## src/program.hex

```
// one 32-bit instruction word per line in hex, first line at byte address 0
// text after the word is the assembly of that word
2001000c // addi r1, r0, 12
20020005 // addi r2, r0, 5
2003fff9 // addi r3, r0, -7
200a0040 // addi r10, r0, 64
00000000 // nop
00222020 // add  r4, r1, r2
00232822 // sub  r5, r1, r3
00223024 // and  r6, r1, r2
00223825 // or   r7, r1, r2
ac040000 // sw   r4, 0(r0)
ac050000 // sw   r5, 0(r0)
ac060000 // sw   r6, 0(r0)
ac070000 // sw   r7, 0(r0)
0061402a // slt  r8, r3, r1
00024900 // sll  r9, r2, 4
202b0064 // addi r11, r1, 100
ad440000 // sw   r4, 0(r10)
ac080000 // sw   r8, 0(r0)
ac090000 // sw   r9, 0(r0)
ac0b0000 // sw   r11, 0(r0)
8d4c0000 // lw   r12, 0(r10)
10220001 // beq  r1, r2, +1   not taken
14210001 // bne  r1, r1, +1   not taken
200d0007 // addi r13, r0, 7
ac0c0004 // sw   r12, 4(r0)
10210001 // beq  r1, r1, +1   taken
ac000000 // sw   r0, 0(r0)    flushed
14220001 // bne  r1, r2, +1   taken
ac000000 // sw   r0, 0(r0)    flushed
0800001f // j    31
ac000004 // sw   r0, 4(r0)    jumped over
0c000023 // jal  35
ac0d0000 // sw   r13, 0(r0)   return point of jr
ac0e0000 // sw   r14, 0(r0)
08000022 // j    34           self-jump, end of program
200e0009 // addi r14, r0, 9
00000000 // nop
ac1f0004 // sw   r31, 4(r0)
03e00008 // jr   r31
ac000004 // sw   r0, 4(r0)    flushed
```

## src/logic/mips_pkg.sv

```systemverilog
package mips_pkg;

	// ############################################################
	// widths and sizes
	// ############################################################
	localparam int XLEN       = 32;
	localparam int REG_AW     = 5;
	localparam int SHAMT_W    = 5;
	localparam int IMEM_WORDS = 64;
	localparam int DMEM_WORDS = 64;
	// word index widths, byte offset dropped
	localparam int IMEM_AW    = $clog2(IMEM_WORDS);
	localparam int DMEM_AW    = $clog2(DMEM_WORDS);

	localparam string IMEM_FILE = "/design/src/program.hex";
	// jal return address lands here
	localparam int LINK_REG = 31;

	typedef logic [XLEN-1:0]   word_t;
	typedef logic [REG_AW-1:0] reg_idx_t;

	// ############################################################
	// encodings
	// ############################################################
	// primary opcode, instr[31:26]
	typedef enum logic [5:0] {
		OP_RTYPE = 6'h00,
		OP_J     = 6'h02,
		OP_JAL   = 6'h03,
		OP_BEQ   = 6'h04,
		OP_BNE   = 6'h05,
		OP_ADDI  = 6'h08,
		OP_LW    = 6'h23,
		OP_SW    = 6'h2b
	} opcode_t;

	// r-type function, instr[5:0]
	typedef enum logic [5:0] {
		FN_SLL = 6'h00,
		FN_JR  = 6'h08,
		FN_ADD = 6'h20,
		FN_SUB = 6'h22,
		FN_AND = 6'h24,
		FN_OR  = 6'h25,
		FN_SLT = 6'h2a
	} funct_t;

	typedef enum logic [2:0] {ALU_ADD, ALU_SUB, ALU_AND, ALU_OR, ALU_SLT, ALU_SLL} alu_op_t;
	typedef enum logic [1:0] {DST_RT, DST_RD, DST_RA} dst_sel_t;
	typedef enum logic [1:0] {WB_ALU, WB_MEM, WB_LINK} wb_sel_t;
	// branches stay PC_SEQ here, taken branches come from the compare
	typedef enum logic [1:0] {PC_SEQ, PC_JUMP, PC_REG} pc_sel_t;

endpackage

```

## src/logic/pipe_if.sv

```systemverilog
`timescale 1ns/1ps

// decode -> execute stage boundary
interface id_ex_if;
	import mips_pkg::*;
	// operands
	word_t             rs_val;
	word_t             rt_val;
	word_t             imm;
	logic [SHAMT_W-1:0] shamt;
	// destination candidates
	reg_idx_t          rt;
	reg_idx_t          rd;
	// control
	alu_op_t           alu_op;
	logic              use_imm;
	logic              use_shamt;
	dst_sel_t          dst_sel;
	logic              mem_read;
	logic              mem_write;
	wb_sel_t           wb_sel;
	logic              reg_write;
	word_t             pc_plus4;

	modport src (output rs_val, rt_val, imm, shamt, rt, rd, alu_op, use_imm, use_shamt,
		dst_sel, mem_read, mem_write, wb_sel, reg_write, pc_plus4);
	modport dst (input rs_val, rt_val, imm, shamt, rt, rd, alu_op, use_imm, use_shamt,
		dst_sel, mem_read, mem_write, wb_sel, reg_write, pc_plus4);
endinterface

// execute -> memory stage boundary
interface ex_mem_if;
	import mips_pkg::*;
	word_t    alu_result;
	word_t    store_data;
	reg_idx_t dest;
	logic     mem_read;
	logic     mem_write;
	wb_sel_t  wb_sel;
	logic     reg_write;
	word_t    pc_plus4;

	modport src (output alu_result, store_data, dest, mem_read, mem_write, wb_sel,
		reg_write, pc_plus4);
	modport dst (input alu_result, store_data, dest, mem_read, mem_write, wb_sel,
		reg_write, pc_plus4);
endinterface


```

## src/logic/execute_unit.sv

```systemverilog
`timescale 1ns/1ps

module execute_unit (
	input  logic  clk,
	input  logic  rst,
	id_ex_if.dst  id_ex,
	ex_mem_if.src ex_mem
);
	import mips_pkg::*;

	word_t    op_a;
	word_t    op_b;
	word_t    alu_result;
	reg_idx_t dest;

	// sll takes its amount from the shamt field, shifts rt
	assign op_a = id_ex.use_shamt ? XLEN'(id_ex.shamt) : id_ex.rs_val;
	assign op_b = id_ex.use_imm ? id_ex.imm : id_ex.rt_val;

	// ############################################################
	// alu
	// ############################################################
	always_comb begin
		case (id_ex.alu_op)
			ALU_SUB: alu_result = op_a - op_b;
			ALU_AND: alu_result = op_a & op_b;
			ALU_OR:  alu_result = op_a | op_b;
			// signed compare
			ALU_SLT: alu_result = {{(XLEN-1){1'b0}}, ($signed(op_a) < $signed(op_b))};
			ALU_SLL: alu_result = op_b << op_a[SHAMT_W-1:0];
			default: alu_result = op_a + op_b;
		endcase
	end

	// destination register
	always_comb begin
		case (id_ex.dst_sel)
			DST_RD:  dest = id_ex.rd;
			DST_RA:  dest = reg_idx_t'(LINK_REG);
			default: dest = id_ex.rt;
		endcase
	end

	// execute/memory register
	always_ff @(posedge clk) begin
		if (rst) begin
			ex_mem.alu_result <= '0;
			ex_mem.store_data <= '0;
			ex_mem.dest       <= '0;
			ex_mem.mem_read   <= 1'b0;
			ex_mem.mem_write  <= 1'b0;
			ex_mem.wb_sel     <= WB_ALU;
			ex_mem.reg_write  <= 1'b0;
			ex_mem.pc_plus4   <= '0;
		end else begin
			ex_mem.alu_result <= alu_result;
			// sw data is always rt
			ex_mem.store_data <= id_ex.rt_val;
			ex_mem.dest       <= dest;
			ex_mem.mem_read   <= id_ex.mem_read;
			ex_mem.mem_write  <= id_ex.mem_write;
			ex_mem.wb_sel     <= id_ex.wb_sel;
			ex_mem.reg_write  <= id_ex.reg_write;
			ex_mem.pc_plus4   <= id_ex.pc_plus4;
		end
	end

endmodule

```

## src/flat_wrapper.sv

```systemverilog
// flat-port wrapper written by rule: the top's interface ports become plain ports
module execute_unit_flat import mips_pkg::*;
  (clk, rst, id_ex_rs_val, id_ex_rt_val, id_ex_imm, id_ex_shamt, id_ex_rt, id_ex_rd, id_ex_alu_op, id_ex_use_imm, id_ex_use_shamt, id_ex_dst_sel, id_ex_mem_read, id_ex_mem_write, id_ex_wb_sel, id_ex_reg_write, id_ex_pc_plus4, ex_mem_alu_result, ex_mem_store_data, ex_mem_dest, ex_mem_mem_read, ex_mem_mem_write, ex_mem_wb_sel, ex_mem_reg_write, ex_mem_pc_plus4);
  id_ex_if id_ex_i ();
  ex_mem_if ex_mem_i ();
  input  logic clk;
  input  logic rst;
  input wire logic [$bits(id_ex_i.rs_val)-1:0] id_ex_rs_val;
  input wire logic [$bits(id_ex_i.rt_val)-1:0] id_ex_rt_val;
  input wire logic [$bits(id_ex_i.imm)-1:0] id_ex_imm;
  input wire logic [$bits(id_ex_i.shamt)-1:0] id_ex_shamt;
  input wire logic [$bits(id_ex_i.rt)-1:0] id_ex_rt;
  input wire logic [$bits(id_ex_i.rd)-1:0] id_ex_rd;
  input wire logic [$bits(id_ex_i.alu_op)-1:0] id_ex_alu_op;
  input wire logic [$bits(id_ex_i.use_imm)-1:0] id_ex_use_imm;
  input wire logic [$bits(id_ex_i.use_shamt)-1:0] id_ex_use_shamt;
  input wire logic [$bits(id_ex_i.dst_sel)-1:0] id_ex_dst_sel;
  input wire logic [$bits(id_ex_i.mem_read)-1:0] id_ex_mem_read;
  input wire logic [$bits(id_ex_i.mem_write)-1:0] id_ex_mem_write;
  input wire logic [$bits(id_ex_i.wb_sel)-1:0] id_ex_wb_sel;
  input wire logic [$bits(id_ex_i.reg_write)-1:0] id_ex_reg_write;
  input wire logic [$bits(id_ex_i.pc_plus4)-1:0] id_ex_pc_plus4;
  output wire logic [$bits(ex_mem_i.alu_result)-1:0] ex_mem_alu_result;
  output wire logic [$bits(ex_mem_i.store_data)-1:0] ex_mem_store_data;
  output wire logic [$bits(ex_mem_i.dest)-1:0] ex_mem_dest;
  output wire logic [$bits(ex_mem_i.mem_read)-1:0] ex_mem_mem_read;
  output wire logic [$bits(ex_mem_i.mem_write)-1:0] ex_mem_mem_write;
  output wire logic [$bits(ex_mem_i.wb_sel)-1:0] ex_mem_wb_sel;
  output wire logic [$bits(ex_mem_i.reg_write)-1:0] ex_mem_reg_write;
  output wire logic [$bits(ex_mem_i.pc_plus4)-1:0] ex_mem_pc_plus4;
  assign id_ex_i.rs_val = id_ex_rs_val;
  assign id_ex_i.rt_val = id_ex_rt_val;
  assign id_ex_i.imm = id_ex_imm;
  assign id_ex_i.shamt = id_ex_shamt;
  assign id_ex_i.rt = id_ex_rt;
  assign id_ex_i.rd = id_ex_rd;
  assign id_ex_i.alu_op = id_ex_alu_op;
  assign id_ex_i.use_imm = id_ex_use_imm;
  assign id_ex_i.use_shamt = id_ex_use_shamt;
  assign id_ex_i.dst_sel = id_ex_dst_sel;
  assign id_ex_i.mem_read = id_ex_mem_read;
  assign id_ex_i.mem_write = id_ex_mem_write;
  assign id_ex_i.wb_sel = id_ex_wb_sel;
  assign id_ex_i.reg_write = id_ex_reg_write;
  assign id_ex_i.pc_plus4 = id_ex_pc_plus4;
  assign ex_mem_alu_result = ex_mem_i.alu_result;
  assign ex_mem_store_data = ex_mem_i.store_data;
  assign ex_mem_dest = ex_mem_i.dest;
  assign ex_mem_mem_read = ex_mem_i.mem_read;
  assign ex_mem_mem_write = ex_mem_i.mem_write;
  assign ex_mem_wb_sel = ex_mem_i.wb_sel;
  assign ex_mem_reg_write = ex_mem_i.reg_write;
  assign ex_mem_pc_plus4 = ex_mem_i.pc_plus4;
  execute_unit u_core (.clk(clk), .rst(rst), .id_ex(id_ex_i), .ex_mem(ex_mem_i));
endmodule
```

## config.mk

```make
export PLATFORM = sky130hd
export DESIGN_NAME = execute_unit_flat
export DESIGN_NICKNAME = d
export VERILOG_FILES = /design/src/logic/mips_pkg.sv /design/src/logic/pipe_if.sv /design/src/logic/execute_unit.sv /design/src/flat_wrapper.sv
export SDC_FILE = /design/constraint.sdc
export NUM_CORES = 1
export LEC_CHECK = 0
export CAP_MARGIN = 20
export CORE_ASPECT_RATIO = 1.75
export CORE_UTILIZATION = 60
export CTS_BUF_LIST = sky130_fd_sc_hd__clkbuf_4
export CTS_CLUSTER_DIAMETER = 60
export CTS_CLUSTER_SIZE = 14
export DETAILED_ROUTE_END_ITERATION = 10
export DONT_BUFFER_PORTS = 1
export GPL_TIMING_DRIVEN = 0
export PLACE_DENSITY = 0.76
export SYNTH_ARGS = -nofsm -noshare
export SYNTH_HDL_FRONTEND = slang
export SYNTH_SLANG_ARGS = --single-unit
```

## constraint.sdc

```tcl
create_clock -name clk -period 5.4 [get_ports clk]
set_input_delay 0.27 -clock clk [delete_from_list [all_inputs] [get_ports clk]]
set_output_delay 0.27 -clock clk [all_outputs]
set_load 0.02 [all_outputs]
```

==> results of run 1 <==
[path summary, 6_finish.rpt]
| path | from | end | cells after the start |
|---|---|---|---|
| setup / recovery | id_ex_use_shamt | u_core.ex_mem.alu_result[0] | 14 |
| hold / removal | rst | u_core.ex_mem.reg_write | 2 |
[routing by layer]
| metal | up-vias | GRT usage | share of wire |
|---|---|---|---|
| met1 | 5175 | 0.5188 | 0.32 |
| met4 | 4 | 0.4348 | 0.097 |
| met3 | 306 | 0.1472 | 0.12 |
| met5 | - | 0 | 0.00052 |
| met2 | 951 | 0.8003 | 0.46 |
| li1 | 4904 | - | - |
[stage by stage]
stage                     total power [mW]  cells  utilization  setup WS [ns]
after detailed placement             1.983   1561       0.6306         0.4231
after CTS                            2.441   1656       0.6867         0.9891
after global routing                 2.616   1662       0.6879         0.7147
after global placement               1.975   1561       0.6306         0.4122
after floorplan                      1.696   1337            -          1.527
final                                2.528   1664       0.6882         0.8400
[cell usage in the layout (no fill, tap or decap), types with 5 or more instances in the layout]
cell type and n:
clkbuf_1 44, o31a_1 6, mux2i_1 65, o21ai_0 56
xnor2_1 34, and2_1 7, nor4_1 9, mux2_2 13
nand2_1 86, a211oi_1 18, ha_1 98, o31ai_1 9
nor2b_1 110, nor3b_1 5, a221oi_1 25, inv_1 96
o21bai_1 13, o22ai_1 19, o211ai_1 15, nand2b_1 14
clkbuf_4 11, buf_1 7, nor3_1 22, buf_6 5
dlygate4sd3_1 79, and3_1 5, or2_2 5, a21oi_1 119
or3_1 7, nand4_1 6, nor2_1 137, a31oi_1 21
buf_2 24, diode_2 7, o221ai_1 12, a21o_1 15
nand3_1 24, dfxtp_1 106
[logic make-up after synthesis]
| kind of cell | Yosys count |
|---|---|
| flops | 106 |
| mux | 82 |
| compound gates | 379 |
| simple gates | 452 |
| buf+inv | 182 |
| xor+xnor | 36 |
| fa+ha+maj | 100 |
[sequential cells by signal (all words and copies together), names as in the netlist]
name and count:
u_core.ex_mem.mem_read 1, u_core.ex_mem.mem_write 1, u_core.ex_mem.reg_write 1, u_core.ex_mem.dest 5, u_core.ex_mem.wb_sel 2, u_core.ex_mem.pc_plus4 32
u_core.ex_mem.alu_result 32, u_core.ex_mem.store_data 32
[power by group through the flow]
| stage | combinational, mW | sequential [mW] | clock (mW) |
|---|---|---|---|
| after floorplan | 0.746 | 0.950 | 0 |
| after global routing | 1.20 | 0.948 | 0.465 |
| after global placement | 1.02 | 0.957 | 0 |
| after detailed placement | 1.02 | 0.958 | 0 |
| final | 1.15 | 0.943 | 0.439 |
| after CTS | 1.08 | 0.941 | 0.422 |
[cell type report]
type / count / area (sq um)
fillers: 1440 / 5127
clock buffers: 10 / 75.07
multi-input cells: 1049 / 7203
flip-flops and latches: 106 / 2122
repair buffers: 80 / 798.3
diodes: 7 / 17.52
clock inverters: 6 / 56.30
plain buffers: 84 / 397.9
well taps: 224 / 280.3
inverters: 98 / 367.9
[repair_timing]
| action | 4_1_cts | 5_1_grt |
|---|---|---|
| setup buffers | 0 | 0 |
| hold buffers | 79 | 0 |
| endpoints found under the hold margin | 74 | 0 |
==> results.md, run 1 <==
- Status: complete, no violations
- Final-stage net count: 1,685
- Vias in the first global route: 10,981
- 1st-iter DRT viols: 1,299
- Initial Util: 0.6136
- Slew headroom: 0.2959
- Startpoint types: primary input
- Endpoints failing hold: 0
- Flops & latches, synth: 106
- Critical path arrival: 5.05 ns
- Top_reg_cell synth: dfxtp_1
- Clock share of power: 0.174
- Most instantiated library cell after synthesis: nor2_1
- Cell Area, Synth: 10,090 sq um
- Total track usage: 0.4973
- Final ANT Viol Nets: 0
- GR Overflow Total: 0
- Max IR drop VDD: 0.1289 mV
- Setup TNS: 0 ns
- Placed instance area: 10,370 sq um
- I/O Buffers: 0
- Net Sw Frac: 0.4609
- Post-synth ARST share: 0
- Critical Path RT: 5.89 ns
- Hold Slack: 0.1062 ns
- Area Overhead vs Synth: 12.16%
- Sequential-to-total area share from yosys stat: 0.2103
- Num CTS Buffers: 9
- Largest family of logic cells by synthesized area: compound AO/OA/AOI/OAI gates
- Worst-path cell chain: buf_2 > mux2i_4 > clkbuf_1 > clkbuf_1 > fa_1 > and2b_1 > o221ai_2 > a2111oi_4 > nor3_1 > o31a_1 > o21ai_0 > a2111oi_0 > nor2_1 > nor2_1
- WL per Instance: 26.51 um
- # IOs: 263
- Die Wd: 100.0 um
- Number of gates resized after cts: 0
- EDFF count, synth: 0
- Clock Path Buffers: 2
- Clock root buffer: clkbuf_4
- DR DRC count: 0
- Fin. max-slew vios: 0
- Synthesized-area fraction occupied by xor and xnor cells: 0.03125
- Core Box Area: 16,450 sq um
- Mux cell area share after synthesis: 0.08630
- Internal: 1.363 mW
- Largest stage delay on the critical path: 0.67 ns
- Min Clock Period, post-route: 4.560 ns
- Area leader, netlist: dfxtp_1
- Largest cells by area after synthesis: dfxtp_1 (21%), ha_1 (12%), nor2b_1 (6.8%)
- Largest net degree at the start of global routing: 20
- Synth Area in Adders: 0.1255
- Num rows: 62
- Max-Cap Viols: 0
- Final Instance Area: 11,320 sq um
- CTS tree: done
- Hold WC Path Type: in2reg
- Buf/Inv on CP: 3
- Least-Margin Pin Slew: 1.056 ns
- Simple-Gate Fraction of Synth Area: 0.2224
- Share of post-route cells with drive strength above 1: 0.06141
- Pleak: 4.839 nW
- H-tree levels: 3
- Die footprint: 17,360 sq um
- Worst-path maximum fanout: 12
- Top Family by Delay on Critical Path: compound AO/OA/AOI/OAI gates
- Vias: 11,340
- Die Height: 173.6 um
- GPL Wtd Cong: 1.092
- Crit. End Element: flip-flop
- Post-Route WL: 44.11 mm
- Clk sinks: 106
- Post-DP HPWL: 32.69 mm
- Slowest CP cell: clkbuf_1
- Initial antenna violation count: 9
- P per Cell Area: 223.4 nW/um^2
- RSZ-0062 raised after global routing: false
- Setup violators final: 0
- Syn avg cell area: 7.547 sq um
- Seq pwr share: 0.373
- Final worst-path cycle share: 0.8445
- Switching power: 1.165 mW
- Synth top area share: 0.2103
- Synth warn: 0
- Compound-Gate Fraction of Synth Area: 0.2484
- CTS clk-pin slew, worst paths: 0.20 ns
- Comb power frac: 0.453
- Fmax: 219.3 MHz
- First-pass GRT wire length: 63.97 mm
- Most frequent cells after synthesis: nor2_1 (137), a21oi_1 (119), nor2b_1 (110)
- DRT Pass-1 Iters: 9
- Count of different cell masters after synthesis: 83
- Critical path class: in2reg
- Mapped Nets: 1,594
- Mapped Cells: 1,337
- Vias per cell: 6.815
(Power assumes the default switching activity.)
==> run 2, diff against run 1 <==
clock period = 4.6 ns   (was 5.4 ns; I/O delays follow)
==> run 2 against run 1 <==
Effect of this change:
- combinational power increased by 17%
- final area about the same
- clock power increased by 17%
- non-clock buffer count decreased by 1
- die area unchanged
- hold slack got worse by 0.041 ns
- worst setup slack got worse by 0.82 ns
- critical path type unchanged
- critical endpoint is now u_core.ex_mem.alu_result[30]
- largest power group unchanged
==> results.md, run 2 (synthesized netlist as in run 1, its figures left out) <==
- Status: complete, no violations
- Fmax: 218.6 MHz
- Share of post-route cells with drive strength above 1: 0.06215 (+0.0007412)
- Initial antenna violation count: 9 (unchanged)
- Crit. End Element: flip-flop
- Die Height: 173.6 um (unchanged)
- Layout Cells excl Fill: 1,665 (+0.060%)
- Core Box Area: 16,450 sq um (unchanged)
- CTS tree: done
- GPL Wtd Cong: 1.092 (unchanged)
- Critical path class: in2reg
- Total track usage: 0.4973 (unchanged)
- Vias per cell: 6.822 (about the same)
- Die Wd: 100.0 um (unchanged)
- Fin. max-slew vios: 0 (unchanged)
- Post-Route WL: 43.97 mm (-0.33%)
- Hold path startpoint: rst
- Vias: 11,358 (+0.16%)
- Largest net degree at the start of global routing: 20 (unchanged)
- # IOs: 263 (unchanged)
- I/O Buffers: 0 (unchanged)
- Initial Util: 0.6136 (unchanged)
- Setup violators final: 0 (unchanged)
- Biggest regs: u_core.ex_mem.alu_result x32, u_core.ex_mem.pc_plus4 x32, u_core.ex_mem.store_data x32
- Startpoint types: primary input
- Final ANT Viol Nets: 0 (unchanged)
- Vias in the first global route: 10,981 (unchanged)
- WL per Instance: 26.41 um (-0.39%)
- Placed cells: 1,561 (unchanged)
- 1st-iter DRT viols: 1,301 (+0.15%)
- P per Cell Area: 261.8 nW/um^2 (+17%)
- Hold WC Path Type: in2reg
- Pleak: 4.841 nW (about the same)
- Min Clock Period, post-route: 4.576 ns
- Worst-path maximum fanout: 10 (-2)
- Final-stage net count: 1,684 (-0.059%)
- Max IR drop VDD: 0.1517 mV (+18%)
- Most frequent cells in the layout: nor2_1 (137), a21oi_1 (119), nor2b_1 (110)
- Commonest non-fill, non-tap cell in the layout: nor2_1
- Num rows: 62 (unchanged)
- Area Overhead vs Synth: 12.19% (about the same)
- Num CTS Buffers: 9 (unchanged)
- # fillers: 1,440 (unchanged)
- Critical Path RT: 5.01 ns (-0.88 ns)
- First-pass GRT wire length: 63.97 mm (unchanged)
- Clock Path Buffers: 2 (unchanged)
- Die footprint: 17,360 sq um (unchanged)
- GR Overflow Total: 0 (unchanged)
- Worst Setup EP: u_core.ex_mem.alu_result[30]
- Slew headroom: 0.2746 (-0.02131)
- Layout Utilization: 0.6884 (about the same)
- RSZ-0062 raised after global routing: false
- Endpoints failing hold: 0 (unchanged)
- CP startpoint: id_ex_use_shamt
- H-tree levels: 3 (unchanged)
- Final worst-path cycle share: 0.9947
- Critical path arrival: 4.99 ns (-0.06 ns)
- Clock root buffer: clkbuf_4
- Post-DP HPWL: 32.69 mm (unchanged)
- Clk sinks: 106 (unchanged)
- CTS clk-pin slew, worst paths: 0.20 ns (about the same)
- Least-Margin Pin Slew: 1.077 ns (+0.02059 ns)
- DRT Pass-1 Iters: 7 (-2)
- DR DRC count: 0 (unchanged)
- Max-Cap Viols: 0 (unchanged)
## run 2: critical path, cell delays in order
cell and delay, ns:
buf_2 0.23, mux2i_1 0.18, inv_2 0.19, buf_2 0.29, buf_2 0.31, ha_1 0.26
inv_1 0.08, fa_1 0.49, o21ba_2 0.25, o31ai_1 0.40, nand2_1 0.12, a311o_1 0.34
o221ai_1 0.53, a21oi_1 0.17, xnor2_1 0.16, a2111oi_0 0.61, a21oi_1 0.14
## run 2: routing by layer
layer / GRT usage / wire (um) / vias up
li1: - / - / 4909
met1: 0.5188 / 14370 / 5157
met2: 0.8003 / 20180 / 981
met3: 0.1472 / 5159 / 309
met4: 0.4348 / 4237 / 2
met5: 0 / 13 / -
## run 2: how the worst min path moves through the flow
| stage | slack (ns) | to | cells after the start |
|---|---|---|---|
| 6_report | 0.06 | u_core.ex_mem.reg_write | 2 |
| 5_1_grt | 0.08 | u_core.ex_mem.wb_sel[1] | 2 |
| 4_1_cts | 0.06 | u_core.ex_mem.reg_write | 2 |
| 3_5_place_dp | 0.36 | u_core.ex_mem.pc_plus4[15] | 1 |
| 3_3_place_gp | 0.36 | u_core.ex_mem.wb_sel[0] | 1 |
| 2_1_floorplan | 0.36 | u_core.ex_mem.mem_read | 1 |
## run 2: cell type report
cell class	count	area, sq um	area share
Buffer	83	395.4	0.03492
Tap cell	224	280.3	0.02476
Clock inverter	6	56.30	0.004973
Multi-Input combinational cell	1049	7203	0.6363
Sequential cell	106	2122	0.1874
Inverter	98	367.9	0.03249
Timing Repair Buffer	80	798.3	0.07051
Antenna cell	9	22.52	0.001989
Clock buffer	10	75.07	0.006631
## run 2: what timing repair did
item                       in CTS  in global routing
hold buffers                   79                  0
hold endpoints to repair       74                  0
setup endpoints to repair       0                  1
setup buffers                   0                  0
gates resized for setup         0                  2
## run 2: where the power goes
| group | internal (mW) | switching, mW |
|---|---|---|
| Sequential | 0.990 | 0.117 |
| Combinational | 0.480 | 0.862 |
| Clock | 0.130 | 0.384 |
| Total | 1.60 | 1.36 |
## run 2: metrics by stage
stage	cell area, sq um	worst slack, ns	hold WS (ns)	total power [mW]	TNS [ns]
6_report	11320	0.02439	0.06487	2.964	0
5_1_grt	11310	0.04322	0.07711	3.071	0
4_1_cts	11290	0.2291	0.05526	2.866	0
3_5_place_dp	10370	-0.3369	0.3640	2.328	-0.5998
3_3_place_gp	10370	-0.3478	0.3592	2.319	-0.9185
2_1_floorplan	10090	0.7669	0.3582	1.991	0
